### config.mk
export PLATFORM = sky130hd
export DESIGN_NAME = ddr_write_traffic_top
export DESIGN_NICKNAME = d
export VERILOG_FILES = /design/src/source/ddr_traffic_pkg.sv /design/src/source/burst_addr_gen.sv /design/src/source/wr_data_pattern.sv /design/src/source/axi_wr_sequence.sv /design/src/source/wr_burst_meter.sv /design/src/source/ddr_write_traffic_top.sv
export SDC_FILE = /design/constraint.sdc
export NUM_CORES = 1
export LEC_CHECK = 0
export ABC_CLOCK_PERIOD_IN_PS = 4850
export BUFFER_PORTS_ARGS = -buffer_cell sky130_fd_sc_hd__buf_2
export CAP_MARGIN = 20
export CORE_UTILIZATION = 27
export CTS_CLUSTER_DIAMETER = 60
export DETAILED_ROUTE_END_ITERATION = 8
export SKIP_LAST_GASP = 1
export SYNTH_ARGS = -nofsm -noshare
export SYNTH_HDL_FRONTEND = slang
export SYNTH_SLANG_ARGS = --single-unit
### constraint.sdc
create_clock -name iCLK -period 4.85 [get_ports iCLK]
set_clock_uncertainty 0.15 [all_clocks]
set_input_delay 0.2425 -clock iCLK [delete_from_list [all_inputs] [get_ports iCLK]]
set_output_delay 0.2425 -clock iCLK [all_outputs]
set_load 0.01 [all_outputs]
### src/source/ddr_traffic_pkg.sv
package ddr_traffic_pkg;

	// ------------------------------------------------------------------
	// AXI4 port widths, as the memory port takes them
	// ------------------------------------------------------------------
	localparam int AXI_ADDR_W = 33;	// Byte address
	localparam int AXI_ID_W   = 6;	// AW / B id
	localparam int AXI_RESP_W = 2;	// BRESP code

	// Data pattern
	localparam int LANE_W = 16;	// One lane counter
	// Loaded into lanes at or above the burst length
	localparam logic [LANE_W-1:0] FILL_WORD = 16'h1289;

	// Burst type code
	localparam logic [1:0] BURST_INCR = 2'b01;

	// ------------------------------------------------------------------
	// AXI size code for a beat width in bytes
	// ------------------------------------------------------------------
	// Returns log2 of the byte count, 0 when not a power of two
	function automatic logic [2:0] axsize_for_bytes(input int unsigned bytes);
		logic [2:0] code;
		code = 3'd0;
		for (int i = 0; i < 8; i++)
		begin
			if ((32'd1 << i) == bytes)
			begin
				code = i[2:0];	// 1 byte -> 0, 128 bytes -> 7
			end
		end
		return code;
	endfunction

endpackage

### src/source/burst_addr_gen.sv
module burst_addr_gen
	import ddr_traffic_pkg::*;
#(
	parameter int BURST_LEN = 8,
	parameter int BUS_W = 128,
	parameter logic [AXI_ADDR_W-1:0] START_ADDR = '0,
	parameter logic [AXI_ADDR_W-1:0] STOP_ADDR = 33'h0_0010_0000
)(
	input  logic iCLK,
	input  logic iRST,
	input  logic i_adv,	// One pulse per finished burst
	output logic [AXI_ADDR_W-1:0] o_addr
);

	// Bytes covered by one burst
	localparam int BURST_BYTES = BURST_LEN * (BUS_W / 8);

	// One extra bit so a step past the top of the space is still seen
	logic [AXI_ADDR_W:0] next_addr;
	logic [AXI_ADDR_W-1:0] addr_q;
	logic wrap;

	// ------------------------------------------------------------------
	// Next start address
	// ------------------------------------------------------------------
	always_comb
	begin
		next_addr = {1'b0, addr_q} + (AXI_ADDR_W + 1)'(BURST_BYTES);
		// Reaching or passing the stop point restarts the window
		wrap = (next_addr >= {1'b0, STOP_ADDR});
	end

	always_ff @(posedge iCLK)
	begin
		if (iRST)
		begin
			addr_q <= START_ADDR;	// First burst at window base
		end
		else if (i_adv)
		begin
			if (wrap)
			begin
				addr_q <= START_ADDR;
			end
			else
			begin
				addr_q <= next_addr[AXI_ADDR_W-1:0];
			end
		end
	end

	assign o_addr = addr_q;	// Held for the whole burst

endmodule

### src/source/wr_data_pattern.sv
module wr_data_pattern
	import ddr_traffic_pkg::*;
#(
	parameter int BUS_W = 128,
	parameter int BURST_LEN = 8
)(
	input  logic iCLK,
	input  logic iRST,
	input  logic i_adv,	// Step the pattern, once per burst
	output logic [BUS_W-1:0] o_wdata
);

	localparam int LANES = BUS_W / LANE_W;	// 8 lanes on a 128 bit bus

	// Per-lane counters, lane 0 in the low bits of the word
	logic [LANE_W-1:0] lane_q [LANES];

	// ------------------------------------------------------------------
	// Lane counters
	// ------------------------------------------------------------------
	for (genvar x = 0; x < LANES; x++)
	begin : g_lane
		// Lanes inside the burst length count, the rest hold fill
		localparam bit COUNTING = (x < BURST_LEN);

		always_ff @(posedge iCLK)
		begin
			if (iRST)
			begin
				lane_q[x] <= LANE_W'(x);	// Lane x starts at x
			end
			else if (i_adv)
			begin
				if (COUNTING)
				begin
					// Wraps at 16 bits
					lane_q[x] <= lane_q[x] + LANE_W'(BURST_LEN);
				end
				else
				begin
					lane_q[x] <= FILL_WORD;
				end
			end
		end

		// Place the lane in the bus word
		assign o_wdata[x*LANE_W +: LANE_W] = lane_q[x];
	end

endmodule

### src/source/axi_wr_sequence.sv
module axi_wr_sequence
	import ddr_traffic_pkg::*;
#(
	parameter int BUS_W = 128,
	parameter int BURST_LEN = 8,
	parameter logic [AXI_ADDR_W-1:0] START_ADDR = '0,
	parameter logic [AXI_ADDR_W-1:0] STOP_ADDR = 33'h0_0010_0000
)(
	input  logic iCLK,
	input  logic iRST,
	input  logic i_run,	// Level, bursts start only while high
	// Write address channel
	output logic [AXI_ADDR_W-1:0] o_awaddr,
	output logic [7:0] o_awlen,
	output logic [2:0] o_awsize,
	output logic [1:0] o_awburst,
	output logic o_awvalid,
	input  logic i_awready,
	// Write data channel
	output logic [BUS_W-1:0] o_wdata,
	output logic o_wlast,
	output logic o_wvalid,
	input  logic i_wready,
	// Write response channel
	input  logic [AXI_ID_W-1:0] i_bid,
	input  logic [AXI_RESP_W-1:0] i_bresp,
	input  logic i_bvalid,
	output logic o_bready,
	output logic o_wdone	// One pulse per completed burst
);

	localparam int CNT_W = $clog2(BURST_LEN);
	localparam logic [CNT_W-1:0] PRE_LAST = CNT_W'(BURST_LEN - 2);	// Beat before last
	localparam logic [AXI_ID_W-1:0] WR_ID = '0;	// Same id as the tied AWID

	typedef enum logic [1:0] {ST_IDLE, ST_ADDR, ST_DATA, ST_RESP} state_t;

	state_t state_q;
	logic awvalid_q, wvalid_q, wlast_q, bready_q, wdone_q;
	logic [CNT_W-1:0] beat_cnt;
	logic aw_hs, w_hs, last_hs, b_hs, resp_seen;
	logic aw_tgl, w_tgl, last_tgl, b_tgl;
	logic burst_adv;

	// ------------------------------------------------------------------
	// Handshakes and toggle enables
	// ------------------------------------------------------------------
	assign aw_hs = awvalid_q & i_awready;
	assign w_hs = wvalid_q & i_wready;
	assign last_hs = w_hs & wlast_q;	// Final beat taken
	assign resp_seen = i_bvalid & (i_bid == WR_ID);
	assign b_hs = bready_q & i_bvalid;
	assign burst_adv = b_hs;	// Address and pattern step here

	assign aw_tgl = ((state_q == ST_IDLE) & i_run) | aw_hs;	// Raise / drop
	assign w_tgl = (state_q == ST_ADDR) | last_hs;	// One cycle after AW
	// Flag goes up on the beat before last, down when last is taken
	assign last_tgl = (w_hs & ~wlast_q & (beat_cnt == PRE_LAST)) | last_hs;
	assign b_tgl = ((state_q == ST_RESP) & resp_seen & ~bready_q) | b_hs;

	// ------------------------------------------------------------------
	// FSM, beat counter and valid registers
	// ------------------------------------------------------------------
	always_ff @(posedge iCLK)
	begin
		if (iRST)
		begin
			state_q <= ST_IDLE;
			awvalid_q <= 1'b0;
			wvalid_q <= 1'b0;
			wlast_q <= 1'b0;
			bready_q <= 1'b0;
			wdone_q <= 1'b0;
			beat_cnt <= '0;
		end
		else
		begin
			case (state_q)
				ST_IDLE: if (i_run) state_q <= ST_ADDR;
				ST_ADDR: state_q <= ST_DATA;	// Data valid goes up next
				ST_DATA: if (last_hs) state_q <= ST_RESP;
				ST_RESP: if (b_hs) state_q <= ST_IDLE;	// Done cycle is idle
				default: state_q <= ST_IDLE;
			endcase

			if (aw_tgl) awvalid_q <= ~awvalid_q;
			if (w_tgl) wvalid_q <= ~wvalid_q;
			if (last_tgl) wlast_q <= ~wlast_q;
			if (b_tgl) bready_q <= ~bready_q;	// High for one cycle
			wdone_q <= b_hs;

			if (last_hs) beat_cnt <= '0;
			else if (w_hs) beat_cnt <= beat_cnt + 1'b1;
		end
	end

	// Burst start address
	burst_addr_gen #(
		.BURST_LEN (BURST_LEN),
		.BUS_W     (BUS_W),
		.START_ADDR(START_ADDR),
		.STOP_ADDR (STOP_ADDR)
	) i_burst_addr_gen (
		.iCLK  (iCLK),
		.iRST  (iRST),
		.i_adv (burst_adv),
		.o_addr(o_awaddr)
	);

	// Lane counter data, constant across one burst
	wr_data_pattern #(
		.BUS_W    (BUS_W),
		.BURST_LEN(BURST_LEN)
	) i_wr_data_pattern (
		.iCLK   (iCLK),
		.iRST   (iRST),
		.i_adv  (burst_adv),
		.o_wdata(o_wdata)
	);

	// Fixed burst shape
	assign o_awlen = 8'(BURST_LEN - 1);
	assign o_awsize = axsize_for_bytes(BUS_W / 8);
	assign o_awburst = BURST_INCR;
	assign o_awvalid = awvalid_q;
	assign o_wvalid = wvalid_q;
	assign o_wlast = wlast_q;
	assign o_bready = bready_q;
	assign o_wdone = wdone_q;

endmodule

### src/source/wr_burst_meter.sv
module wr_burst_meter (
	input  logic iCLK,
	input  logic iRST,
	input  logic i_awvalid,	// Burst start seen on its rise
	input  logic i_wdone,	// Burst end
	output logic [15:0] o_burst_count,
	output logic [15:0] o_burst_cycles
);

	logic awvalid_d;
	logic run_q;	// Burst in flight
	logic [15:0] run_cnt;
	logic [15:0] run_inc;	// Saturating next count
	logic start;

	assign start = i_awvalid & ~awvalid_d;
	assign run_inc = (run_cnt == 16'hFFFF) ? run_cnt : run_cnt + 16'd1;

	// ------------------------------------------------------------------
	// Cycles from AW rise to done, both ends counted
	// ------------------------------------------------------------------
	always_ff @(posedge iCLK)
	begin
		if (iRST)
		begin
			awvalid_d <= 1'b0;
			run_q <= 1'b0;
			run_cnt <= '0;
			o_burst_count <= '0;
			o_burst_cycles <= '0;
		end
		else
		begin
			awvalid_d <= i_awvalid;
			if (start)
			begin
				run_q <= 1'b1;
				run_cnt <= 16'd1;	// Rise cycle counts as one
			end
			else if (run_q & i_wdone)
			begin
				run_q <= 1'b0;
				o_burst_cycles <= run_inc;	// Done cycle included
				if (o_burst_count != 16'hFFFF)
				begin
					o_burst_count <= o_burst_count + 16'd1;
				end
			end
			else if (run_q)
			begin
				run_cnt <= run_inc;
			end
		end
	end

endmodule

### src/source/ddr_write_traffic_top.sv
module ddr_write_traffic_top
	import ddr_traffic_pkg::*;
#(
	parameter int BUS_W = 128,	// 8 lanes of 16 bits
	parameter int BURST_LEN = 8,	// 2, 4, 8 or 16
	parameter logic [AXI_ADDR_W-1:0] START_ADDR = '0,
	parameter logic [AXI_ADDR_W-1:0] STOP_ADDR = 33'h0_0010_0000
)(
	input  logic iCLK,
	input  logic iRST,
	input  logic i_run,
	// Write address channel
	output logic [AXI_ADDR_W-1:0] o_awaddr,
	output logic [7:0] o_awlen,
	output logic [2:0] o_awsize,
	output logic [1:0] o_awburst,
	output logic o_awvalid,
	input  logic i_awready,
	// Write data channel
	output logic [BUS_W-1:0] o_wdata,
	output logic o_wlast,
	output logic o_wvalid,
	input  logic i_wready,
	// Write response channel
	input  logic [AXI_ID_W-1:0] i_bid,
	input  logic [AXI_RESP_W-1:0] i_bresp,
	input  logic i_bvalid,
	output logic o_bready,
	// Status
	output logic o_wdone,
	output logic [15:0] o_burst_count,
	output logic [15:0] o_burst_cycles,
	output logic [AXI_RESP_W-1:0] o_last_bresp
);

	axi_wr_sequence #(
		.BUS_W     (BUS_W),
		.BURST_LEN (BURST_LEN),
		.START_ADDR(START_ADDR),
		.STOP_ADDR (STOP_ADDR)
	) i_axi_wr_sequence (
		.iCLK     (iCLK),
		.iRST     (iRST),
		.i_run    (i_run),
		.o_awaddr (o_awaddr),
		.o_awlen  (o_awlen),
		.o_awsize (o_awsize),
		.o_awburst(o_awburst),
		.o_awvalid(o_awvalid),
		.i_awready(i_awready),
		.o_wdata  (o_wdata),
		.o_wlast  (o_wlast),
		.o_wvalid (o_wvalid),
		.i_wready (i_wready),
		.i_bid    (i_bid),
		.i_bresp  (i_bresp),
		.i_bvalid (i_bvalid),
		.o_bready (o_bready),
		.o_wdone  (o_wdone)
	);

	// Throughput measurement
	wr_burst_meter i_wr_burst_meter (
		.iCLK          (iCLK),
		.iRST          (iRST),
		.i_awvalid     (o_awvalid),
		.i_wdone       (o_wdone),
		.o_burst_count (o_burst_count),
		.o_burst_cycles(o_burst_cycles)
	);

	// ------------------------------------------------------------------
	// Response code of the latest burst, for status only
	// ------------------------------------------------------------------
	always_ff @(posedge iCLK)
	begin
		if (iRST)
		begin
			o_last_bresp <= '0;	// OKAY
		end
		else if (o_bready & i_bvalid)
		begin
			o_last_bresp <= i_bresp;
		end
	end

endmodule

==> impl_metrics.tcl <==
set metrics [dict create \
    run_status "finished clean" \
    grt_remaining_overflow 0 \
    power.density_nw_per_um2 312 \
    rsz0062_at_grt "false" \
    floorplan.die_area_um2 36000 \
    synth-seq-cells 192 \
    clk_pin_slew_ps 70 \
    totalNegativeSetupSlack_ps 0 \
    timing.max_cap.violations 0 \
    max_freq_ghz 0.375 \
    worstMarginPinSlew_ps 1040 \
    antenna-diode-count 0 \
    hold_viol 0 \
    die_h_um 190 \
    cts_buffers 17 \
    dieWidth_um 190 \
    finalWorstSetupSlack_ps 2190 \
    worst_ep_arrival_time_ps 2870 \
    root_buffer "sky130_fd_sc_hd__clkbuf_16" \
    drt_wl_total_um 22200 \
    placeableCoreArea_um2 34600 \
    yosysSeqAreaShare_pct 51.3 \
    timing.critical_path.fanout_max 11 \
    postSynth.asyncResetShare_pct 0 \
    route.antenna.remaining_nets 0 \
    cts.path.max_buffers 2 \
    peakVddDrop_v 0.000242 \
    drtIter0Drc 444 \
    grt_first_pass_wirelength_um 35300 \
    tritoncts "done" \
    drt_pre_antenna_iters 5 \
    design.portCount 227 \
    ys.flop_type "sky130_fd_sc_hd__edfxtp_1" \
    cts_sinks 192 \
    post-route-period-util_pct 54.9 \
    worst_hold_class "input port to flip-flop" \
    final_core_utilization_pct 32.9 \
    static-leakage-power_nw 4.57 \
    crit_path_end_kind "flip-flop" \
    layout_min_cycle_time_ps 2660 \
    yosysUniqueCellTypes 53 \
    synthMostInstantiatedCell "sky130_fd_sc_hd__nor2_1" \
    globalplace.congestion 0.803 \
    synth_warnings 0 \
    routed-via-count 7310 \
    synth_area_um2 9530 \
    required_ps 5060 \
    portBuffers 182 \
    stdcell_count 1623 \
    placedInstanceArea_um2 10700 \
    floorplan.initialDensity_pct 27.5 \
    floorplan.rows 68 \
    dp.cells 1585 \
    hold-worst-slack_ps 26.7 \
    report.final.setup_viol 0 \
    synth_area_leaders "sky130_fd_sc_hd__edfxtp_1, sky130_fd_sc_hd__dfxtp_1, sky130_fd_sc_hd__nor2_1, sky130_fd_sc_hd__xor2_1, sky130_fd_sc_hd__xnor2_1" \
    fin_nets 1187 \
    grt_start_max_net_pins 79 \
    drc_errors 0 \
    synthCells 980 \
    antenna_found_initial 1 \
    synth_edf_count 104 \
    drt-vias-per-instance 4.50 \
    synthesis.area_per_instance_um2 9.72 \
    cts-resized-gates 0 \
    insertion_delay_ps 450 \
    place_ws_ps 2200 \
    yosys.area.top_type "sky130_fd_sc_hd__edfxtp_1" \
    grt_use_total_pct 12.3 \
    timing.setup.critical_path_class "flip-flop to flip-flop" \
    final_design_area_no_fill_um2 11400 \
    grt_pass1_vias 6773 \
    detailedPlacementHpwl_um 15500 \
    finalMaxSlewViolations 0 \
    p_total_mw 3.55 \
    start_kind "flip-flop" \
    clock_tree.htree_level_count 4 \
    areaGrowthSynthToFinish_pct 19.8 \
    synth_top_area_share_pct 32.8 \
    max_slew_margin_pct 30.8 \
    drive_above_1_share_pct 20.2 \
    netlist_top_cells_count "sky130_fd_sc_hd__nor2_1, sky130_fd_sc_hd__edfxtp_1, sky130_fd_sc_hd__nand2_1" \
    routed_wire_length_per_instance_um 13.7 \
    layout.filler_cells 3595 \
]
[registers in the layout, summed over array words and instances (netlist names), 2 cells and up]
register	flops
i_axi_wr_sequence.i_burst_addr_gen.o_addr	26
i_axi_wr_sequence.beat_cnt	3
i_wr_burst_meter.o_burst_cycles	16
i_axi_wr_sequence.state_q	2
i_axi_wr_sequence.i_wr_data_pattern.lane_q	104
i_wr_burst_meter.run_cnt	16
o_last_bresp	2
i_wr_burst_meter.o_burst_count	16
[cell families after synthesis]
group                    count (synthesis)  share of synthesized area, %
flip-flops                             192                          51.3
multiplexers                             8                         0.893
buffers and inverters                  101                          5.79
AND/OR/NAND/NOR                        451                          22.6
adder cells (fa/ha/maj)                 18                          2.36
XOR/XNOR                               114                          10.5
AO/OA/AOI/OAI                           94                          6.52
other                                    2                        0.0788
[placed cells by master, fill, tap and decap left out, types with 9 or more instances in the layout]
cell type / count
sky130_fd_sc_hd__a211oi_1: 9
sky130_fd_sc_hd__a21oi_1: 32
sky130_fd_sc_hd__and2_1: 26
sky130_fd_sc_hd__and3_1: 37
sky130_fd_sc_hd__buf_2: 182
sky130_fd_sc_hd__clkbuf_16: 20
sky130_fd_sc_hd__conb_1: 44
sky130_fd_sc_hd__dfxtp_1: 88
sky130_fd_sc_hd__edfxtp_1: 104
sky130_fd_sc_hd__ha_1: 18
sky130_fd_sc_hd__inv_1: 21
sky130_fd_sc_hd__nand2_1: 96
sky130_fd_sc_hd__nand3_1: 54
sky130_fd_sc_hd__nand4_1: 12
sky130_fd_sc_hd__nor2_1: 165
sky130_fd_sc_hd__nor3_1: 18
sky130_fd_sc_hd__o21ai_0: 12
sky130_fd_sc_hd__or3_1: 13
sky130_fd_sc_hd__xnor2_1: 44
sky130_fd_sc_hd__xor2_1: 70
[repair_timing]
action	in CTS	in global routing
endpoints found under the hold margin	6	0
setup buffers	0	0
hold buffers	6	0
[final cells by class]
cell class | instances | area, µm² | share of cell area [%]
clock buffer | 22 | 528 | 4.63
clock inverter | 10 | 81.3 | 0.713
inverter | 22 | 85.1 | 0.746
multi-input combinational | 729 | 4250 | 37.3
sequential | 192 | 4880 | 42.8
tap | 455 | 569 | 4.99
timing repair buffer | 193 | 1010 | 8.84
[worst max-delay path: stages (launching register included)]
cell                       delay (ps)
sky130_fd_sc_hd__dfxtp_1          410
sky130_fd_sc_hd__ha_1             210
sky130_fd_sc_hd__nand3_1          270
sky130_fd_sc_hd__nor4_2           570
sky130_fd_sc_hd__and2_1           490
sky130_fd_sc_hd__nor3_1           120
sky130_fd_sc_hd__xnor2_1          140
sky130_fd_sc_hd__a211oi_1         210
[layer usage]
layer | part of all wire (%) | global-route usage, %
met5 | 0 | 0
met4 | 1.3 | 4.13
met3 | 6.7 | 3.49
met2 | 46 | 19.6
met1 | 46 | 16.0
[final timing paths]
check,slack [ps],cells after the start,endpoint,from
min reg2reg,310,2,i_wr_burst_meter.o_burst_cycles[14],i_wr_burst_meter.o_burst_cycles[14]
max,2190,7,i_wr_burst_meter.o_burst_cycles[8],i_wr_burst_meter.run_cnt[0]
min,30,5,i_axi_wr_sequence.o_awvalid,i_run
max reg2reg,2190,7,i_wr_burst_meter.o_burst_cycles[8],i_wr_burst_meter.run_cnt[0]
[power breakdown]
group / switching, mW / internal (mW)
Sequential: 0.0544 / 1.76
Combinational: 0.176 / 0.102
Clock: 0.670 / 0.790
(Power assumes the default switching activity.)
